[src/rtl/ppu_pkg.sv]
package ppu_pkg;

    // frame geometry, one dot per clk
    localparam int unsigned dots_per_line   = 341;
    localparam int unsigned lines_per_frame = 262;
    localparam int unsigned visible_width   = 256;
    localparam int unsigned visible_lines   = 240;

    // vblank flag set and clear lines
    localparam int unsigned vblank_line     = 241;
    localparam int unsigned prerender_line  = 261;

    localparam int unsigned vaddr_w = 14;

    // video address map
    localparam logic [vaddr_w-1:0] nt_base  = 14'h2000;
    localparam int unsigned        nt_size  = 1024;
    localparam int unsigned        nt_aw    = $clog2(nt_size);
    localparam logic [vaddr_w-1:0] pal_base = 14'h3F00;
    localparam int unsigned        pal_size = 32;
    localparam int unsigned        pal_aw   = $clog2(pal_size);

    localparam int unsigned color_w = 6;

    // greyscale keeps only the luma bits
    localparam logic [color_w-1:0] greyscale_mask = 6'h30;

    typedef enum logic [2:0] {
        reg_ctrl   = 3'd0,
        reg_mask   = 3'd1,
        reg_status = 3'd2,
        reg_addr   = 3'd6,
        reg_data   = 3'd7
    } reg_sel_t;

    typedef enum logic [1:0] {
        PRE_LINE,
        VISIBLE,
        POST_LINE,
        VBLANK
    } vstate_t;

endpackage
[src/rtl/ppu_ifs.sv]


// renderer side, always served in the request cycle
interface render_mem_if;
    logic                        nt_req;
    logic [ppu_pkg::nt_aw-1:0]   nt_addr;
    logic [7:0]                  nt_data;
    logic                        pal_req;
    logic [ppu_pkg::pal_aw-1:0]  pal_addr;
    logic [ppu_pkg::color_w-1:0] pal_data;

    modport renderer (output nt_req, nt_addr, pal_req, pal_addr, input nt_data, pal_data);
    modport arbiter (input nt_req, nt_addr, pal_req, pal_addr, output nt_data, pal_data);
endinterface

[src/rtl/bg_renderer.sv]
`timescale 1ns/1ps

module bg_renderer (
    input  logic                        clk,
    input  logic                        rst_n,
    input  logic [8:0]                  row,
    input  logic [8:0]                  col,
    input  ppu_pkg::vstate_t            vstate,
    input  logic [7:0]                  ctrl,
    input  logic [7:0]                  mask,
    render_mem_if.renderer              mem,
    output logic                        pixel_valid,
    output logic [7:0]                  pixel_x,
    output logic [7:0]                  pixel_y,
    output logic [ppu_pkg::color_w-1:0] pixel_color
);

    logic       draw;
    logic       s1_valid;
    logic       s1_new;
    logic [7:0] s1_x;
    logic [7:0] s1_y;
    logic [3:0] held_idx;
    logic [3:0] cell_idx;
    logic       clipped;
    logic       grey_q;

    // stage 0: nametable fetch on the first dot of each cell
    assign draw = (vstate == ppu_pkg::VISIBLE)
               && (col < 9'(ppu_pkg::visible_width)) && mask[3];
    assign mem.nt_req  = draw && (col[2:0] == 3'd0);
    assign mem.nt_addr = {row[7:3], col[7:3]};

    always_ff @(posedge clk or negedge rst_n) begin
        if (!rst_n) begin
            s1_valid    <= 1'b0;
            pixel_valid <= 1'b0;
        end else begin
            s1_valid    <= draw;
            pixel_valid <= s1_valid;
        end
    end

    always_ff @(posedge clk) begin
        s1_new  <= (col[2:0] == 3'd0);
        s1_x    <= col[7:0];
        s1_y    <= row[7:0];
        pixel_x <= s1_x;
        pixel_y <= s1_y;
        grey_q  <= mask[0];
        if (s1_valid && s1_new) begin
            held_idx <= mem.nt_data[3:0];
        end
    end

    // stage 1: colour index from the low nibble, then palette lookup
    assign cell_idx = s1_new ? mem.nt_data[3:0] : held_idx;
    assign clipped  = (s1_x < 8'd8) && !mask[1];

    // transparent or clipped dots show the backdrop entry
    // ctrl bit 4 picks the upper palette half
    assign mem.pal_req  = s1_valid;
    assign mem.pal_addr = (cell_idx[1:0] == 2'b00 || clipped) ? '0 : {ctrl[4], cell_idx};

    // stage 2: palette entry comes straight out of the registered read
    assign pixel_color = grey_q ? (mem.pal_data & ppu_pkg::greyscale_mask) : mem.pal_data;

endmodule

[src/flat_wrapper.sv]
// flat-port wrapper written by rule: the top's interface ports become plain ports
module bg_renderer_flat 
  (clk, rst_n, row, col, vstate, ctrl, mask, pixel_valid, pixel_x, pixel_y, pixel_color, mem_nt_req, mem_nt_addr, mem_pal_req, mem_pal_addr, mem_nt_data, mem_pal_data);
  render_mem_if mem_i ();
  input  logic clk;
  input  logic rst_n;
  input  logic [8:0] row;
  input  logic [8:0] col;
  input  ppu_pkg::vstate_t vstate;
  input  logic [7:0] ctrl;
  input  logic [7:0] mask;
  output logic pixel_valid;
  output logic [7:0] pixel_x;
  output logic [7:0] pixel_y;
  output logic [ppu_pkg::color_w-1:0] pixel_color;
  output wire logic [$bits(mem_i.nt_req)-1:0] mem_nt_req;
  output wire logic [$bits(mem_i.nt_addr)-1:0] mem_nt_addr;
  output wire logic [$bits(mem_i.pal_req)-1:0] mem_pal_req;
  output wire logic [$bits(mem_i.pal_addr)-1:0] mem_pal_addr;
  input wire logic [$bits(mem_i.nt_data)-1:0] mem_nt_data;
  input wire logic [$bits(mem_i.pal_data)-1:0] mem_pal_data;
  assign mem_nt_req = mem_i.nt_req;
  assign mem_nt_addr = mem_i.nt_addr;
  assign mem_pal_req = mem_i.pal_req;
  assign mem_pal_addr = mem_i.pal_addr;
  assign mem_i.nt_data = mem_nt_data;
  assign mem_i.pal_data = mem_pal_data;
  bg_renderer u_core (.clk(clk), .rst_n(rst_n), .row(row), .col(col), .vstate(vstate), .ctrl(ctrl), .mask(mask), .mem(mem_i), .pixel_valid(pixel_valid), .pixel_x(pixel_x), .pixel_y(pixel_y), .pixel_color(pixel_color));
endmodule
[config.mk]
export PLATFORM = sky130hd
export DESIGN_NAME = bg_renderer_flat
export DESIGN_NICKNAME = d
export VERILOG_FILES = /design/src/rtl/ppu_pkg.sv /design/src/rtl/ppu_ifs.sv /design/src/rtl/bg_renderer.sv /design/src/flat_wrapper.sv
export SDC_FILE = /design/constraint.sdc
export NUM_CORES = 1
export LEC_CHECK = 0
export BUFFER_PORTS_ARGS = -buffer_cell sky130_fd_sc_hd__buf_2
export CAP_MARGIN = 20
export CORE_UTILIZATION = 30
export CTS_CLUSTER_SIZE = 10
export DETAILED_ROUTE_END_ITERATION = 8
export PLACE_DENSITY = 0.78
export SLEW_MARGIN = 20
export SYNTH_ARGS = -nofsm -noshare
export SYNTH_HDL_FRONTEND = slang
export SYNTH_SLANG_ARGS = --single-unit
[constraint.sdc]
create_clock -name clk -period 1.2 [get_ports clk]
set_input_delay 0.12 -clock clk [delete_from_list [all_inputs] [get_ports clk]]
set_output_delay 0.12 -clock clk [all_outputs]
set_load 0.01 [all_outputs]
# == Word-level counts from Yosys, hierarchy flattened ==
# Cells that the tools add are included.
# op_classes
addsub,0
mul,0
n_div,0
magnitude_cmp,2
eq_ne,1
n_shift,0
muxes,3
bitwise,0
n_reduce_logical,9
# op_table
op,n
$lt A9 B9 Y1 const B,1
$lt A8 B4 Y1 const B,1
$mux W4,2
$logic_and A1 B1 Y1,5
$mux W5,1
$logic_not A3 Y1,1
$eq A2 B1 Y1 const B,1
$logic_not A2 Y1,1
$logic_not A1 Y1,1
$logic_or A1 B1 Y1,1
# totals
reg_bits,40
latchBits,0
ram_bits,0
romBits,0
inputBits,52
out_inout_bits,40
word_cells,24
memories,0

# == Depth between registers and ports, before layout ==
# Gate-level depths: netlist of run 1.
# logic_depth
word_depth,4
ltp_mapped,4
depth_no_buf,3

# == Worst setup path before layout of run 1 ==
# No wires, ideal clock.
# synth_timing
path_kind,register to output
startpoint,reg u_core.s1_x[4]
endpoint,out mem_pal_addr[2]
arrival_time_ps,1111
t_required_ps,1080
path_slack_ps,-31
path_stages_with_launch,4
n_path_buf,0
path_cell_list,dfxtp_1 or4_4 nor3_4 nor3_1
# synth_via
elab_chain_len,4
# synth_lines
element,line_no,text
"start, declared",bg_renderer.sv:21,logic [7:0] s1_x;
"start signal, assigned",bg_renderer.sv:46,s1_x <= col[7:0];
$lt A8 B4 Y1,bg_renderer.sv:58,assign clipped = (s1_x < 8'd8) && !mask[1];
$logic_and A1 B1 Y1,bg_renderer.sv:58,
$logic_or A1 B1 Y1,bg_renderer.sv:63,"assign mem.pal_addr = (cell_idx[1:0] == 2'b00 || clipped) ? '0 : {ctrl[4], cell_idx};"
$mux W5,bg_renderer.sv:63,
"end, declared",flat_wrapper.sv:19,output wire logic [$bits(mem_i.pal_addr)-1:0] mem_pal_addr;
# Every way passes these cells.

# == Final worst setup path of run 1 ==
# layout_timing
startpoint,reg u_core.s1_x[4]
endpoint,out mem_pal_addr[3]
# The elaborated chain is that of the path after synthesis.

==> impl_metrics.csv, run 1 <==
group,metric,value,unit
outcome,status,"finished with violations",
outcome,violations,"negative setup slack",
layout,areaGrowthSynthToFinish,56.7,%
layout,n_antenna_cell,0,
timing,fin_tns_setup,-2.44,ns
global_route,grt_pass1_vias,859,
global_route,antenna_found_initial,0,
die,dieArea,3930,um2
synth,synth-edff-count,4,
timing,worst_pin_slew,0.262,ns
die,fp-row-count,21,
worst_setup_path,endpoint_kind,"primary output",
global_route,grt_max_degree,13,
synth,synth_area_leaders,"dfxtp_1, edfxtp_1, buf_4",
routing,routedWlPerCell,9.96,um
timing,slew_headroom,82.3,%
worst_setup_path,path_buf_inv,1,
cts,cts.path.max_buffers,2,
place,io_buffers,70,
cts,cts_sinks,40,
synth,synth_commonest_cells,"dfxtp_1, buf_4, edfxtp_1, mux2i_1, nor2b_1",
routing,wirelength,2050,um
worst_setup_path,path_cells,"or4_4 > nor3_4 > nor3_1 > buf_2",
timing,finalHoldViolCount,0,
timing,timing.fmax,586,MHz
timing,finalCriticalPeriod,1.71,ns
die,die_h,62.7,um
cts,cts_buffers,5,
synth,netlist_area,1110,um2
synth,synth_cells,74,
synth,synth_nets,126,
routing,ant_nets,0,
synth,yosys.cell_types.count,16,
routing,route.detailed.drc,0,
synth,ys.flop_type,"dfxtp_1",
layout,drive_gt1_share,51.2,%
synth,ys_warn_count,0,
die,core-area,3440,um2
routing,viasPerCell,3.96,
timing,worst_slack,-0.507,ns
timing,finalSetupViolations,5,
cts,cts_setup_buffers,0,
cts,clk_pin_slew,0.07,ns
global_route,grt_pass1_wl,3390,um
synth,synth.top_cell.area_share,61.5,%
cts,cts_tree,"yes",
timing,holdWs,0.0226,ns
worst_setup_path,worstPathMaxFanout,5,
worst_setup_path,crit_path_start_kind,"flip-flop",
timing,final_max_slew_viol_count,0,
power,p_leak,0.830,nW
synth,async_flop_share,5.00,%
worst_setup_path,crit_family,"simple AND/OR/NAND/NOR gates",
worst_setup_path,arrival,1.59,ns
routing,num_vias,815,
cts,worstSkewPairLatency,0.28,ns
worst_setup_path,critical_path_required,1.08,ns
synth,synth_seq_cells,40,
die,die_x,62.7,um
hold_path,hp-class,"in -> reg",
place,place_congestion,0.616,
global_route,gr-total-overflow,0,
timing,finalCritPeriodShare,142,%
cts,cts_root_buffer,"clkbuf_8",
timing,finalClockSkew,0.00150,ns
synth,synth_most_common_cell,"dfxtp_1",
global_route,grt_usage,11.8,%
worst_setup_path,critical_path_class,"reg -> out",
worst_setup_path,crit_path_max_incr_delay,0.54,ns
place,place_ws,-0.200,ns
worst_setup_path,crit_path_top_delay_cell,"or4_4",
power,p_total,2.69,mW
cts,h-tree-depth,2,
power,powerDensity,1550,nW/um2
die,ios,92,
routing,drtPass1Iterations,3,
synth,yosysTopAreaCell,"dfxtp_1",
layout,nNetsFinal,211,
timing,rsz0062_at_grt,"yes",
routing,drt_iter0_markers,17,
job,maxCapViolCount,0,
synth,ys_seq_area_share,76.9,%
synth,avgSynthCellArea,14.9,um2
power,peakVddDrop,1.01,mV
die,start_util,32.1,%
place,dp_hpwl,1430,um
==> state kept, by name, indices dropped and copies added (netlist names) <==
name	flops
u_core.s1_y	8
u_core.held_idx	4
u_core.s1_new	1
u_core.pixel_valid	1
u_core.s1_x	8
u_core.pixel_y	8
u_core.pixel_x	8
u_core.mem.pal_req	1
u_core.grey_q	1
==> metrics by stage <==
stage	utilization [%]	area, um2	cells
6_report	50.3	1730	206
5_1_grt	50.3	1730	206
4_1_cts	50.3	1730	206
3_5_place_dp	41.7	1430	179
3_3_place_gp	41.7	1430	179
2_1_floorplan	-	1110	74
==> worst paths after layout <==
kind                                 from                 end  slack [ns]  cells after the start
setup / recovery           u_core.s1_x[4]     mem_pal_addr[3]       -0.51                      4
hold / removal                     col[1]       u_core.s1_new        0.02                      2
setup reg to reg            u_core.s1_new  u_core.held_idx[3]        0.30                      1
hold reg to reg            u_core.s1_y[0]   u_core.pixel_y[0]        0.33                      0
max in group asynchronous           rst_n  u_core.pixel_valid        0.95                      2
min in group asynchronous           rst_n  u_core.mem.pal_req        0.16                      2
==> final cells by class <==
| cell class | count | area, um2 |
|---|---|---|
| multi-input combinational | 21 | 160 |
| fill | 342 | 1710 |
| tap | 46 | 57.6 |
| clock buffer | 6 | 72.6 |
| timing repair buffer | 91 | 556 |
| clock inverter | 2 | 35.0 |
| sequential | 40 | 852 |
==> report_power, final <==
part	total [mW]	switching (mW)	internal, mW
sequential	1.43	0.0193	1.41
clock	1.03	0.416	0.616
combinational	0.223	0.0909	0.132
==> cells in the final DEF (no fill, tap or decap) <==
cell           synthesis  routed
mux2i_1                4       4
clkinv_2               0       1
dfxtp_1               34      33
clkbuf_1               0       1
o32ai_1                1       1
clkbuf_8               0       5
nor2b_1                4       4
nor4bb_1               1       1
dlygate4sd3_1          0      19
and2_1                 2       2
buf_4                 12       2
dfxtp_2                0       1
nor2_1                 2       2
buf_2                  1      70
nand2b_1               1       1
edfxtp_1               4       4
nor3_1                 3       3
dfrtp_1                2       2
bufinv_16              0       1
nor3_4                 1       1
nor3b_1                1       1
or4_4                  1       1
==> metal layers <==
layer / up-vias / wire (um) / global-route usage [%] / share of wire [%]
met3: 5 / 226 / 5.66 / 11
met5: - / 0 / 0 / 0
met2: 56 / 1020 / 21.5 / 50
met4: 0 / 42 / 6.98 / 2.0
li1: 398 / - / - / -
met1: 356 / 759 / 10.3 / 37
==> what timing repair did <==
action / 4_1_cts / 5_1_grt
endpoints found under the hold margin: 20 / 0
gates cloned: 0 / 0
pin swaps: 1 / 0
setup endpoints to repair: 5 / 5
gates resized for setup: 1 / 0
hold buffers: 19 / 0
==> cell families after synthesis <==
kind of cell / after synthesis / share of synthesized area (%)
AOI/OAI and AO/OA: 1 / 0.792
DFF: 40 / 76.9
and+or+nand+nor: 16 / 10.1
muxes: 4 / 3.62
buffers and inverters: 13 / 8.60
(Power assumes the default switching activity.)
==> run 2: changes to the inputs <==
HOLD_SLACK_MARGIN = 0.06   (was not set)
PLACE_DENSITY = 0.76   (was 0.78)
clock period = 1.75 ns   (was 1.2 ns; I/O delays follow)
==> impl_metrics.csv, run 2 (synthesis results as in run 1) <==
group,metric,value,unit
worst_setup_path,r2r_setup_slack,0.67,ns
cts,cts_sinks,40,
worst_setup_path,crit_path_max_incr_delay,0.54,ns
worst_setup_path,crit_path_start_kind,"flip-flop",
die,core-area,3440,um2
outcome,status,"finished with violations",
global_route,grt_pass1_wl,3200,um
power,p_total,1.69,mW
routing,ant_nets,0,
worst_setup_path,endpoint_kind,"primary output",
global_route,grt_pass1_vias,794,
worst_setup_path,critical_path_required,1.57,ns
worst_setup_path,r2r_start,"u_core.s1_new",
cts,h-tree-depth,2,
worst_setup_path,arrival,1.59,ns
timing,worst_slack,-0.0172,ns
worst_setup_path,crit_path_top_delay_cell,"or4_4",
place,dpl.cell_count,177,
layout,nNetsFinal,210,
worst_setup_path,reg2regPathDepth,1,
hold_path,min_delay_worst_endpoint,"u_core.held_idx[3]",
cts,clk_pin_slew,0.07,ns
die,die_h,62.7,um
hold_path,min-delay-start,"mem_nt_data[3]",
layout,areaGrowthSynthToFinish,54.9,%
worst_setup_path,path_buf_inv,1,
place,place_ws,0.272,ns
layout,fin_cells,205,
hold_path,hp-class,"in -> reg",
timing,worst_pin_slew,0.425,ns
layout,fillCellCount,302,
die,dieArea,3930,um2
routing,wirelength,1980,um
global_route,antenna_found_initial,0,
worst_setup_path,critical_path_class,"reg -> out",
cts,cts_root_buffer,"clkbuf_8",
power,peakVddDrop,0.476,mV
global_route,gr-total-overflow,0,
routing,route.detailed.drc,0,
routing,viasPerCell,3.93,
routing,num_vias,806,
die,start_util,32.1,%
worst_setup_path,r2r-end,"u_core.held_idx[0]",
timing,slew_headroom,71.6,%
job,maxCapViolCount,0,
global_route,grt_max_degree,14,
die,die_x,62.7,um
timing,timing.fmax,566,MHz
worst_setup_path,crit_family,"simple AND/OR/NAND/NOR gates",
cts,cts_tree,"yes",
cts,cts_buffers,5,
timing,fin_tns_setup,-0.0398,ns
timing,finalSetupViolations,3,
place,dp_hpwl,1410,um
global_route,grt_usage,11.0,%
timing,finalClockSkew,0.000510,ns
layout,mostFrequentLayoutCell,"buf_2",
cts,cts.path.max_buffers,2,
routing,routedWlPerCell,9.65,um
cts,cts_setup_buffers,0,
power,p_leak,0.805,nW
power,powerDensity,989,nW/um2
layout,finalCoreUtilization,49.8,%
outcome,violations,"negative setup slack",
timing,final_max_slew_viol_count,0,
die,fp-row-count,21,
layout,drive_gt1_share,50.3,%
hold_path,min_path_cells,1,
layout,mostFrequentLayoutCells,"buf_2, dfxtp_1, dlygate4sd3_1",
place,io_buffers,70,
timing,finalCriticalPeriod,1.77,ns
routing,drt_iter0_markers,17,
place,place_congestion,0.712,
worst_setup_path,path_cells,"or4_4 > nor3_4 > nor3_1 > buf_2",
die,ios,92,
routing,drtPass1Iterations,3,
cts,worstSkewPairLatency,0.28,ns
timing,rsz0062_at_grt,"yes",
worst_setup_path,worstPathMaxFanout,5,
layout,n_antenna_cell,0,
timing,finalHoldViolCount,0,
timing,finalCritPeriodShare,101,%
run 2: changes by cell type in the layout (fill, tap and decap cells not counted), sizes merged:
| cell | change |
|---|---|
| clkbuf | -1 |
| buf | -2 |
| clkinvlp | +2 |
| dlygate4sd3 | +1 |
| bufinv | -1 |
run 2: repair_timing:
| action | in CTS | in global routing |
|---|---|---|
| pin swaps | 0 | 0 |
| hold buffers | 19 | 1 |
| endpoints found under the setup margin | 5 | 6 |
| hold endpoints to repair | 21 | 1 |
| gates resized for setup | 0 | 1 |
run 2: final cells by class:
class | count | area [um2] | area share (%)
well taps | 46 | 57.6 | 3.36
multi-input cells | 21 | 166 | 9.72
clock buffers | 5 | 68.8 | 4.02
clock inverters | 3 | 18.8 | 1.10
flip-flops and latches | 40 | 851 | 49.7
repair buffers | 90 | 551 | 32.1
run 2: how the worst max path moves through the flow:
stage | end | from | cells past startpoint
floorplan | mem_pal_addr[2] | u_core.s1_x[4] | 3
global placement | mem_pal_addr[3] | u_core.s1_x[4] | 4
detailed placement | mem_pal_addr[2] | u_core.s1_x[4] | 4
CTS | mem_pal_addr[2] | u_core.s1_x[4] | 4
global route | mem_pal_addr[3] | u_core.s1_x[4] | 4
finish | mem_pal_addr[2] | u_core.s1_x[4] | 4
run 2: layer usage:
layer	up-vias	part of all wire, %	global-route usage (%)
li1	398	-	-
met1	356	35	9.21
met2	50	53	20.0
met3	2	10	6.93
met4	0	0.81	5.23
met5	-	0	0
run 2: stage by stage:
| step | hold WS, ns | instance area, um2 |
|---|---|---|
| after floorplan | -0.121 | 1110 |
| after global placement | -0.0389 | 1420 |
| after detailed placement | -0.0325 | 1420 |
| after CTS | 0.0625 | 1700 |
| after global routing | 0.0670 | 1710 |
| final | 0.0880 | 1710 |
run 2: where the power goes:
group / total, mW / leakage [nW] / internal [mW] / switching [mW]
combinational: 0.152 / 0.417 / 0.0913 / 0.0602
sequential: 0.983 / 0.350 / 0.968 / 0.0149
clock: 0.559 / 0.0378 / 0.274 / 0.285
